===== src/common/adc_rx_pkg.sv =====
package adc_rx_pkg;

    localparam int SAMPLE_W = 14;
    localparam int FIFO_AW  = 6;   // 64 words

    // word addresses of the register map
    localparam logic [3:0] REG_SOFT_RST   = 4'd0;
    localparam logic [3:0] REG_START      = 4'd1;
    localparam logic [3:0] REG_CONF       = 4'd2;
    localparam logic [3:0] REG_DATA_CNT   = 4'd3;
    localparam logic [3:0] REG_SKIP       = 4'd4;
    localparam logic [3:0] REG_DELAY      = 4'd5;
    localparam logic [3:0] REG_LOST       = 4'd6;
    localparam logic [3:0] REG_FIFO_DATA  = 4'd7;
    localparam logic [3:0] REG_FIFO_LEVEL = 4'd8;

    typedef logic [SAMPLE_W-1:0] sample_t;

    typedef struct packed {
        logic    valid;
        sample_t data;
    } chan_sample_t;

    typedef struct packed {
        logic        start_with_sync;
        logic        pair_mode;
        logic        chan_sel;       // 1 selects channel B in single mode
        logic [15:0] data_cnt;       // 0 runs forever
        logic [7:0]  skip;
        logic [7:0]  delay;
    } rx_cfg_t;

    localparam rx_cfg_t CFG_RESET = '{
        start_with_sync: 1'b0,
        pair_mode:       1'b0,
        chan_sel:        1'b0,
        data_cnt:        16'd0,
        skip:            8'd1,
        delay:           8'd0
    };

    typedef struct packed {
        logic       done;
        logic [7:0] lost_cnt;   // saturates at 255
    } rx_status_t;

    typedef struct packed {
        logic       fmt;        // 1 here
        logic       sync;
        logic [1:0] tag;
        sample_t    smp_b;
        sample_t    smp_a;
    } pair_word_t;

    typedef struct packed {
        logic        fmt;       // 0 here
        logic        sync;
        logic [1:0]  tag;
        logic [12:0] zero;
        logic        chan;
        sample_t     smp;
    } single_word_t;

    typedef union packed {
        pair_word_t   pair;
        single_word_t single_ch;
    } adc_word_u;

endpackage


===== src/adc_deser/adc_deser.sv =====
module adc_deser (
    input  logic                     ADC_CLK,
    input  logic                     RST,
    input  logic                     fco,
    input  logic                     serial_in,
    output adc_rx_pkg::chan_sample_t sample
);

    localparam logic [3:0] LAST_BIT = 4'(adc_rx_pkg::SAMPLE_W - 1);
    localparam logic [3:0] IDLE_CNT = 4'(adc_rx_pkg::SAMPLE_W);

    logic                      in_q;
    logic                      fco_q;
    logic                      fco_qq;
    logic                      frame_start;
    logic [3:0]                bit_cnt;
    adc_rx_pkg::sample_t       shift_reg;

    // input register stage
    always_ff @(posedge ADC_CLK) begin
        in_q   <= serial_in;
        fco_q  <= fco;
        fco_qq <= fco_q;
    end

    assign frame_start = fco_q & ~fco_qq;

    // msb first
    always_ff @(posedge ADC_CLK) begin
        shift_reg <= {shift_reg[adc_rx_pkg::SAMPLE_W-2:0], in_q};
    end

    // counter parks at IDLE_CNT between frames so gaps give no extra valid
    always_ff @(posedge ADC_CLK) begin
        if (RST) begin
            bit_cnt <= IDLE_CNT;
        end else if (frame_start) begin
            bit_cnt <= 4'd0;
        end else if (bit_cnt != IDLE_CNT) begin
            bit_cnt <= bit_cnt + 4'd1;
        end
    end

    assign sample.valid = (bit_cnt == LAST_BIT);
    assign sample.data  = shift_reg;

endmodule


===== src/logic/adc_rx_regs.sv =====
module adc_rx_regs (
    input  logic                          ADC_CLK,
    input  logic                          RST,
    input  logic                          wb_cyc,
    input  logic                          wb_stb,
    input  logic                          wb_we,
    input  logic [3:0]                    wb_adr,
    input  logic [31:0]                   wb_wdata,
    output logic [31:0]                   wb_rdata,
    output logic                          wb_ack,
    output adc_rx_pkg::rx_cfg_t           cfg,
    output logic                          soft_rst,
    output logic                          start,
    input  adc_rx_pkg::rx_status_t        status,
    input  adc_rx_pkg::adc_word_u         fifo_rdata,
    input  logic                          fifo_empty,
    input  logic [adc_rx_pkg::FIFO_AW:0]  fifo_level,
    output logic                          fifo_pop
);

    logic        req;
    logic        served;
    logic        first;
    logic        wr_en;
    logic        rd_en;
    logic [31:0] rd_mux;

    assign req   = wb_cyc & wb_stb;
    assign first = req & ~wb_ack & ~served;   // one access per strobe
    assign wr_en = first & wb_we;
    assign rd_en = first & ~wb_we;

    always_ff @(posedge ADC_CLK) begin
        if (RST) begin
            wb_ack <= 1'b0;
            served <= 1'b0;
        end else begin
            wb_ack <= first;
            served <= req & (served | wb_ack);  // hold off until stb drops
        end
    end

    always_ff @(posedge ADC_CLK) begin
        if (RST) begin
            soft_rst <= 1'b0;
            start    <= 1'b0;
        end else begin
            soft_rst <= wr_en && wb_adr == adc_rx_pkg::REG_SOFT_RST;
            start    <= wr_en && wb_adr == adc_rx_pkg::REG_START;
        end
    end

    always_ff @(posedge ADC_CLK) begin
        if (RST || soft_rst) begin
            cfg <= adc_rx_pkg::CFG_RESET;
        end else if (wr_en) begin
            case (wb_adr)
                adc_rx_pkg::REG_CONF: begin
                    cfg.start_with_sync <= wb_wdata[0];
                    cfg.pair_mode       <= wb_wdata[1];
                    cfg.chan_sel        <= wb_wdata[2];
                end
                adc_rx_pkg::REG_DATA_CNT: cfg.data_cnt <= wb_wdata[15:0];
                adc_rx_pkg::REG_SKIP:     cfg.skip     <= wb_wdata[7:0];
                adc_rx_pkg::REG_DELAY:    cfg.delay    <= wb_wdata[7:0];
                default: ;
            endcase
        end
    end

    always_comb begin
        case (wb_adr)
            adc_rx_pkg::REG_START:      rd_mux = {31'd0, status.done};
            adc_rx_pkg::REG_CONF:       rd_mux = {29'd0, cfg.chan_sel, cfg.pair_mode,
                                                  cfg.start_with_sync};
            adc_rx_pkg::REG_DATA_CNT:   rd_mux = {16'd0, cfg.data_cnt};
            adc_rx_pkg::REG_SKIP:       rd_mux = {24'd0, cfg.skip};
            adc_rx_pkg::REG_DELAY:      rd_mux = {24'd0, cfg.delay};
            adc_rx_pkg::REG_LOST:       rd_mux = {24'd0, status.lost_cnt};
            adc_rx_pkg::REG_FIFO_DATA:  rd_mux = fifo_empty ? 32'd0 : fifo_rdata;
            adc_rx_pkg::REG_FIFO_LEVEL: rd_mux = 32'(fifo_level);
            default:                    rd_mux = 32'd0;
        endcase
    end

    always_ff @(posedge ADC_CLK) begin
        if (rd_en)
            wb_rdata <= rd_mux;
    end

    // head word leaves on the same edge that raises ack
    assign fifo_pop = rd_en && wb_adr == adc_rx_pkg::REG_FIFO_DATA && !fifo_empty;

endmodule


===== src/logic/adc_rx_top.sv =====
module adc_rx_top (
    input  logic        ADC_CLK,
    input  logic        RST,
    input  logic        adc_fco,
    input  logic        adc_in_a,
    input  logic        adc_in_b,
    input  logic        adc_sync,
    input  logic        wb_cyc,
    input  logic        wb_stb,
    input  logic        wb_we,
    input  logic [3:0]  wb_adr,
    input  logic [31:0] wb_wdata,
    output logic [31:0] wb_rdata,
    output logic        wb_ack,
    output logic        lost_error
);

    adc_rx_pkg::chan_sample_t         smp_a;
    adc_rx_pkg::chan_sample_t         smp_b;
    adc_rx_pkg::rx_cfg_t              cfg;
    adc_rx_pkg::rx_status_t           status;
    adc_rx_pkg::adc_word_u            push_word;
    adc_rx_pkg::adc_word_u            fifo_rdata;
    logic                             soft_rst;
    logic                             start;
    logic                             push;
    logic                             fifo_pop;
    logic                             fifo_full;
    logic                             fifo_empty;
    logic [adc_rx_pkg::FIFO_AW:0]     fifo_level;

    // both channels share the frame clock
    adc_deser u_deser_a (
        .ADC_CLK   (ADC_CLK),
        .RST       (RST),
        .fco       (adc_fco),
        .serial_in (adc_in_a),
        .sample    (smp_a)
    );

    adc_deser u_deser_b (
        .ADC_CLK   (ADC_CLK),
        .RST       (RST),
        .fco       (adc_fco),
        .serial_in (adc_in_b),
        .sample    (smp_b)
    );

    sample_packer u_packer (
        .ADC_CLK   (ADC_CLK),
        .RST       (RST),
        .soft_rst  (soft_rst),
        .start     (start),
        .cfg       (cfg),
        .chan_a    (smp_a),
        .chan_b    (smp_b),
        .sync_in   (adc_sync),
        .fifo_full (fifo_full),
        .push      (push),
        .word      (push_word),
        .status    (status)
    );

    rx_fifo u_fifo (
        .ADC_CLK (ADC_CLK),
        .RST     (RST),
        .clear   (soft_rst),
        .push    (push),
        .wdata   (push_word),
        .pop     (fifo_pop),
        .rdata   (fifo_rdata),
        .full    (fifo_full),
        .empty   (fifo_empty),
        .level   (fifo_level)
    );

    adc_rx_regs u_regs (
        .ADC_CLK    (ADC_CLK),
        .RST        (RST),
        .wb_cyc     (wb_cyc),
        .wb_stb     (wb_stb),
        .wb_we      (wb_we),
        .wb_adr     (wb_adr),
        .wb_wdata   (wb_wdata),
        .wb_rdata   (wb_rdata),
        .wb_ack     (wb_ack),
        .cfg        (cfg),
        .soft_rst   (soft_rst),
        .start      (start),
        .status     (status),
        .fifo_rdata (fifo_rdata),
        .fifo_empty (fifo_empty),
        .fifo_level (fifo_level),
        .fifo_pop   (fifo_pop)
    );

    assign lost_error = (status.lost_cnt != 8'd0);

endmodule


===== src/logic/rx_fifo.sv =====
module rx_fifo (
    input  logic                          ADC_CLK,
    input  logic                          RST,
    input  logic                          clear,
    input  logic                          push,
    input  adc_rx_pkg::adc_word_u         wdata,
    input  logic                          pop,
    output adc_rx_pkg::adc_word_u         rdata,
    output logic                          full,
    output logic                          empty,
    output logic [adc_rx_pkg::FIFO_AW:0]  level
);

    localparam int DEPTH = 1 << adc_rx_pkg::FIFO_AW;

    adc_rx_pkg::adc_word_u            mem [DEPTH];
    logic [adc_rx_pkg::FIFO_AW-1:0]   wr_ptr;
    logic [adc_rx_pkg::FIFO_AW-1:0]   rd_ptr;
    logic                             do_push;
    logic                             do_pop;

    assign full    = (level == (adc_rx_pkg::FIFO_AW + 1)'(DEPTH));
    assign empty   = (level == '0);
    assign do_push = push & ~full;
    assign do_pop  = pop & ~empty;

    always_ff @(posedge ADC_CLK) begin
        if (do_push)
            mem[wr_ptr] <= wdata;
    end

    always_ff @(posedge ADC_CLK) begin
        if (RST || clear) begin
            wr_ptr <= '0;
            rd_ptr <= '0;
            level  <= '0;
        end else begin
            if (do_push)
                wr_ptr <= wr_ptr + 1'b1;
            if (do_pop)
                rd_ptr <= rd_ptr + 1'b1;
            if (do_push && !do_pop)
                level <= level + 1'b1;
            else if (do_pop && !do_push)
                level <= level - 1'b1;
        end
    end

    assign rdata = mem[rd_ptr];  // show-ahead

endmodule


===== src/logic/sample_packer.sv =====
module sample_packer (
    input  logic                     ADC_CLK,
    input  logic                     RST,
    input  logic                     soft_rst,
    input  logic                     start,
    input  adc_rx_pkg::rx_cfg_t      cfg,
    input  adc_rx_pkg::chan_sample_t chan_a,
    input  adc_rx_pkg::chan_sample_t chan_b,
    input  logic                     sync_in,
    input  logic                     fifo_full,
    output logic                     push,
    output adc_rx_pkg::adc_word_u    word,
    output adc_rx_pkg::rx_status_t   status
);

    logic        clr;
    logic        sync_q;
    logic        sync_rise;
    logic        wait_sync;
    logic        rec_start;
    logic        active;
    logic        accept;
    logic        done;
    logic [7:0]  frame_cnt;
    logic [7:0]  lost_cnt;
    logic [15:0] rec_cnt;

    assign clr       = RST | soft_rst;
    assign sync_rise = sync_in & ~sync_q;
    assign rec_start = cfg.start_with_sync ? (wait_sync & sync_rise) : start;
    assign accept    = chan_a.valid & active & (frame_cnt == cfg.delay);

    always_ff @(posedge ADC_CLK) begin
        if (clr) begin
            sync_q    <= 1'b0;
            wait_sync <= 1'b0;
        end else begin
            sync_q <= sync_in;
            if (start)
                wait_sync <= 1'b1;
            else if (sync_rise)
                wait_sync <= 1'b0;
        end
    end

    // skip/delay frame counter, restarted with the record
    always_ff @(posedge ADC_CLK) begin
        if (clr || rec_start)
            frame_cnt <= 8'd0;
        else if (chan_a.valid)
            frame_cnt <= (frame_cnt == cfg.skip - 8'd1) ? 8'd0 : frame_cnt + 8'd1;
    end

    always_ff @(posedge ADC_CLK) begin
        if (clr) begin
            active  <= 1'b0;
            done    <= 1'b0;
            rec_cnt <= 16'd0;
        end else if (rec_start) begin
            active  <= 1'b1;
            done    <= 1'b0;
            rec_cnt <= 16'd0;
        end else if (accept) begin
            rec_cnt <= rec_cnt + 16'd1;
            if (cfg.data_cnt != 16'd0 && rec_cnt + 16'd1 == cfg.data_cnt) begin
                active <= 1'b0;
                done   <= 1'b1;
            end
        end
    end

    always_ff @(posedge ADC_CLK) begin
        if (clr)
            push <= 1'b0;
        else
            push <= accept;
    end

    always_ff @(posedge ADC_CLK) begin
        if (accept) begin
            if (cfg.pair_mode) begin
                word.pair <= '{fmt: 1'b1, sync: sync_in, tag: rec_cnt[1:0],
                               smp_b: chan_b.data, smp_a: chan_a.data};
            end else begin
                word.single_ch <= '{fmt: 1'b0, sync: sync_in, tag: rec_cnt[1:0],
                                    zero: 13'd0, chan: cfg.chan_sel,
                                    smp: cfg.chan_sel ? chan_b.data : chan_a.data};
            end
        end
    end

    always_ff @(posedge ADC_CLK) begin
        if (clr)
            lost_cnt <= 8'd0;
        else if (push && fifo_full && lost_cnt != 8'hff)
            lost_cnt <= lost_cnt + 8'd1;   // word dropped
    end

    assign status.done     = done;
    assign status.lost_cnt = lost_cnt;

endmodule


===== config.mk =====
export PLATFORM = sky130hd
export DESIGN_NAME = adc_rx_top
export DESIGN_NICKNAME = d
export VERILOG_FILES = /design/src/common/adc_rx_pkg.sv /design/src/adc_deser/adc_deser.sv /design/src/logic/adc_rx_regs.sv /design/src/logic/adc_rx_top.sv /design/src/logic/rx_fifo.sv /design/src/logic/sample_packer.sv
export SDC_FILE = /design/constraint.sdc
export NUM_CORES = 2
export LEC_CHECK = 0
export BUFFER_PORTS_ARGS = -buffer_cell sky130_fd_sc_hd__buf_2
export CAP_MARGIN = 20
export CORE_AREA = 5 5 407 489
export CTS_CLUSTER_SIZE = 24
export DETAILED_ROUTE_END_ITERATION = 16
export DIE_AREA = 0 0 412 494
export MAX_ROUTING_LAYER = met4
export PLACE_DENSITY = 0.62
export SLEW_MARGIN = 20
export SYNTH_ARGS = -nofsm -noshare
export SYNTH_HDL_FRONTEND = slang
export SYNTH_SLANG_ARGS = --single-unit

===== constraint.sdc =====
create_clock -name ADC_CLK -period 4.21 [get_ports ADC_CLK]
set_input_delay 1.0525 -clock ADC_CLK [delete_from_list [all_inputs] [get_ports ADC_CLK]]
set_output_delay 1.0525 -clock ADC_CLK [all_outputs]
set_load 0.05 [all_outputs]

Yosys cells after proc, flatten, opt, wreduce, memory -nomap -nowiden:

Memories as Yosys holds them, arrays and structs flattened. A register that Yosys moved wholly into a read port is not among the register bits.
Index checks and enable logic that the tools add are counted.

* $add $sub $neg: 9
* equal/unequal tests: 15
* multiplexer cells: 19
* bitwise gates (word level): 22
* reduce and logical (&&, ||, !) cells: 31

Operators with widths (count)
* one-hot mux 32 bit (8 select lines): 1
* 2-to-1 mux 32 bit: 2
* adder 16 x 1 -> 16 bit (second input constant): 1
* adder 8 x 1 -> 8 bit (second input constant): 2
* equality test 16 bit: 1
* equality test 4 x 3 -> 1 bit (second input constant): 4
* equality test 8 bit: 2
* nonzero test 16 bit: 1
* 2-to-1 mux 14 bit: 1
* 2-to-1 mux 7 bit: 2
* bitwise AND 1 bit: 13
* adder 6 x 1 -> 6 bit (second input constant): 2
* 2-to-1 mux 6 bit: 2
* AND reduction 2 bit: 6
* nonzero test 2 bit: 5
* logical AND 1 bit: 9
* equality test 4 x 2 -> 1 bit (second input constant): 2
* equality test 4 bit (second input constant): 2
* 2-to-1 mux 1 bit: 8
* 2-to-1 mux 4 bit: 2
* 2-to-1 mux 8 bit: 1
* inequality test 8 bit (second input constant): 1
* nonzero test 8 bit: 1
* subtractor 8 x 1 -> 8 bit (second input constant): 1
* other kinds (13): 24

* register bits: 195
* memory bits (writable): 2048
* bits of input ports: 45
* output and inout port bits: 34
* logic and storage cells: 129
* memories kept: 1

Memories
* u_fifo.mem: depth 64, bits a word 32, rd ports 1, clocked after memory_dff 1, wr ports 1, line rx_fifo.sv:16 `adc_rx_pkg::adc_word_u mem [DEPTH];`

Longest topological paths before layout:

* depth in word-level cells: 10
* gate-level depth with buffers: 14
* depth with buffers taken out: 13

Hierarchy:

Synthesis repeated with hierarchy kept, for this count alone.

* cells, all modules: 4140
* area, all modules: 87191.1 µm²

By module, submodules not included
* rx_fifo: instances 1, cells each 3422, area each 79172.2 µm², seq. area each 61999.5 µm²
* sample_packer: instances 1, cells each 358, area each 3712.3 µm², seq. area each 1701.6 µm²
* adc_rx_regs: instances 1, cells each 291, area each 3264.4 µm², seq. area each 1741.7 µm²
* adc_deser: instances 2, cells each 33, area each 513.0 µm², seq. area each 420.4 µm²
* adc_rx_top: instances 1, cells each 3, area each 16.3 µm², seq. area each 0.0 µm²

Worst setup path after synthesis:

No wires, ideal clock.

* kind: input -> register
* start: input wb_adr[2]
* end: register u_fifo.level[6] in the netlist's numbering
* library setup time: 72 ps
* data arrival time: 4054 ps
* required time: 4138 ps
* slack: 85 ps
* stages: 14
* buffers on the path: 1
* path through: clkbuf_1 -> and3b_1 -> o311ai_1 -> nor3_1 -> inv_1 -> ha_1 -> inv_1 -> ha_1 -> a21o_1 -> a21oi_1 -> o21bai_1 -> a21oi_1 -> mux2i_1 -> mux2i_1

* word-level cells in the longest chain between the ends: 7
* elaborated cells between the ends (all ways): 9
* those cells by class: 1 x eq/ne; 1 x mux; 1 x bitwise; 6 x reduce/logical

RTL lines
* start, declared: line adc_rx_top.sv:11 `input logic [3:0] wb_adr,`
* equality test 4 x 3 -> 1 bit *: line adc_rx_regs.sv:92 `assign fifo_pop = rd_en && wb_adr == adc_rx_pkg::REG_FIFO_DATA && !fifo_empty;`
* logical AND 1 bit * (2 in series): line adc_rx_regs.sv:92
* bitwise AND 1 bit *: line rx_fifo.sv:25 `assign do_pop = pop & ~empty;`
* logical NOT 1 bit: line rx_fifo.sv:42 `if (do_push && !do_pop)`
* logical AND 1 bit: line rx_fifo.sv:42
* 2-to-1 mux 7 bit / nonzero test 2 bit (equally long branches)
* end signal, assigned: line rx_fifo.sv:43 `level <= level + 1'b1;`
* end signal, assigned: line rx_fifo.sv:45 `level <= level - 1'b1;`
* end, declared: line rx_fifo.sv:11 `output logic [adc_rx_pkg::FIFO_AW:0] level`

Every way passes the cells marked *; elsewhere a longest branch is shown, timed or not.
A chain may end at the register's enable or synchronous reset.

==> impl_metrics.json <==
{
  "coreArea_um2": 193000,
  "required_ps": 4750,
  "synth_top_family_by_area": "multiplexers",
  "cap_violations": 0,
  "gp_congestion": 0.848,
  "status": "finished clean",
  "io_buffers": 62,
  "die_x_um": 412,
  "synth_mux_area_frac": 0.172,
  "grt_overflow_total": 0,
  "syn-num-nets": 4053,
  "cts_hold_buf": 0,
  "top_register": "u_fifo.mem",
  "cts_made_buffers": 207,
  "synthSimpleGateAreaFrac": 0.0254,
  "die_area_um2": 204000,
  "powerDensity_nw_per_um2": 434,
  "ys_seq_area_frac": 0.764,
  "cts_buffer_depth": 3,
  "regArea_um2": 66200,
  "first_iter_violations": 4919,
  "r2r_cells": 6,
  "clkSinkCount": 2249,
  "largest_reg_flops": 2048,
  "synth-edff-count": 2112,
  "multiInputGateArea_um2": 20000,
  "whs_path_depth": 1,
  "synth_compound_area_frac": 0.0166,
  "nFillCells": 15097,
  "max_freq_mhz": 294,
  "wl_per_cell_um": 31.5,
  "post-route-period-util": 0.808,
  "final_nets": 4357,
  "yosys.area.top_type_share": 0.732,
  "yosysWarnings": 0,
  "dpl.hpwl_um": 128000,
  "ys.flop_type": "edfxtp_1",
  "path_max_fanout": 22,
  "core.rowCount": 177,
  "slew_violations": 0,
  "area_growth_pct": 14.5,
  "hold_end": "u_deser_a.fco_q$_DFF_P_",
  "start_kind": "flop",
  "hp-class": "in2reg",
  "h-tree-depth": 4,
  "ioPinCount": 79,
  "postCtsSetupRepairBufs": 0,
  "ys_types": 71,
  "grt_setup_unrepaired": "no",
  "finalHoldViolCount": 0,
  "fin_crit_ps": 3400,
  "slew-limit-headroom": 0.294,
  "worstSetupEndpointType": "flop",
  "reg_top3": "u_fifo.mem x2048, u_regs.cfg x35",
  "setup-tns-final_ps": 0,
  "route.detailed.drc": 0,
  "syn_inst": 3993,
  "yosysMostFrequentCell": "edfxtp_1",
  "ant_nets": 0,
  "worstMarginPinSlew_ps": 1060,
  "synth_area_leader_cell": "edfxtp_1",
  "clock_latency_ps": 860,
  "die_y_um": 494,
  "synth_xor_area_frac": 0.00829,
  "antenna_found_initial": 5,
  "clkTransAtPathRegs_ps": 60,
  "p_leak_nw": 27.7,
  "setup_viol_count_final": 0,
  "routed_wirelength_um": 223000,
  "worstSetupPathType": "reg2reg",
  "r2r_setup_slack_ps": 810,
  "ys_top_cells_by_count": "edfxtp_1 (2112), mux4_2 (592), nor2_1 (156), dfxtp_1 (137), mux2i_1 (125)",
  "vias": 42129,
  "cts_tree": "built",
  "cts-resized-gates": 0,
  "synth_area_um2": 86600,
  "synth_seq_cells": 2249,
  "routed_via_density": 5.96,
  "clock-skew-final_ps": 49.4,
  "synth_fa_ha_area_frac": 0.00225,
  "drive_gt1_frac": 0.294,
  "grt_usage": 0.226,
  "root_buffer": "clkbuf_16",
  "drtPass1Iterations": 6,
  "avgSynthCellArea_um2": 21.7,
  "fin_util": 0.513,
  "irDropWorstVdd_mv": 0.439,
  "synth_async_sr_flop_share": 0,
  "r2r-end": "u_regs.wb_rdata[22]$_DFFE_PN_",
  "crit_arrival_ps": 3940,
  "hp-start": "adc_fco",
  "grt_pass1_wl_um": 318000,
  "grt_pass1_vias": 42685,
  "grt_max_degree": 74,
  "start_util": 0.448,
  "synth_area_leaders": "edfxtp_1 (73%), mux4_2 (15%), dfxtp_1 (3.2%)"
}
-- report_power, final --
part           internal (W)  switching [W]
combinational     0.0000509       0.000124
clock                0.0105        0.00821
sequential           0.0241      0.0000324
total                0.0346        0.00837
-- through the flow --
step / power, W / hold WS, ps / worst slack [ps] / instance area (µm²) / instances
floorplan: 0.0247 / 310 / 84.6 / 86600 / 3993
global placement: 0.0248 / 318 / 267 / 92300 / 6681
detailed placement: 0.0248 / 314 / 344 / 92300 / 6681
CTS: 0.0433 / 243 / 762 / 99100 / 7064
global route: 0.0442 / 263 / 564 / 99100 / 7067
finish: 0.0430 / 304 / 808 / 99100 / 7068
-- per-layer routing --
layer	GRT usage	vias up	wire (µm)	part of all wire
li1	-	17292	-	-
met1	0.302	22964	90300	0.41
met2	0.369	1614	113000	0.50
met3	0.0379	259	15700	0.071
met4	0.0483	0	4320	0.019
met5	-	-	0	0
-- cells by family (layout without fill, tap and decap cells) --
| kind of cell | Yosys count | count (layout) |
|---|---|---|
| and+or+nand+nor | 459 | 459 |
| muxes | 747 | 747 |
| xor gates and xnor gates | 82 | 82 |
| AOI/OAI and AO/OA | 212 | 212 |
| DFF | 2249 | 2249 |
| adders and majority gates | 15 | 15 |
| buffers and inverters | 229 | 707 |
| other | 0 | 2 |
-- cell usage in the layout, fill, tap and decap left out, drive strengths merged, types with 21 or more instances in the layout --
| master | n |
|---|---|
| a21oi | 58 |
| a22oi | 39 |
| buf | 307 |
| clkbuf | 271 |
| clkinv | 86 |
| dfxtp | 137 |
| edfxtp | 2112 |
| inv | 21 |
| mux2 | 30 |
| mux2i | 125 |
| mux4 | 592 |
| nand2 | 103 |
| nand3 | 56 |
| nor2 | 156 |
| nor2b | 26 |
| o21ai | 28 |
| xnor2 | 42 |
| xor2 | 40 |
-- area by class of cell --
| class | instances | area share |
|---|---|---|
| inverter | 17 | 0.000644 |
| tap | 2595 | 0.0327 |
| clock buffer | 271 | 0.0571 |
| clock inverter | 112 | 0.0113 |
| timing repair buffer | 307 | 0.0291 |
| sequential | 2249 | 0.668 |
| antenna | 2 | 0.0000505 |
| multi-input combinational | 1515 | 0.202 |
-- worst max path at each step --
stage | from | endpoint | slack (ps) | cells past startpoint
after CTS | flop | u_regs.wb_rdata[22]$_DFFE_PN_ | 760 | 6
after global placement | wb_adr[3] | u_fifo.level[6]$_SDFFE_PP0P_ | 270 | 14
final | flop | u_regs.wb_rdata[22]$_DFFE_PN_ | 810 | 6
after floorplan | wb_adr[2] | u_fifo.level[6]$_SDFFE_PP0P_ | 80 | 14
after detailed placement | wb_adr[3] | u_fifo.level[6]$_SDFFE_PP0P_ | 340 | 14
after global routing | u_fifo.level[3]$_SDFFE_PP0P_ | u_fifo.level[6]$_SDFFE_PP0P_ | 560 | 13
-- worst max-delay path: stages (launching register included) --
cell and delay [ps]:
dfxtp_4 610, buf_12 280, buf_12 250, mux4_2 540
mux4_2 520, mux2i_1 520, o21ai_0 290
No activity file was read; power rests on OpenSTA's default activity.
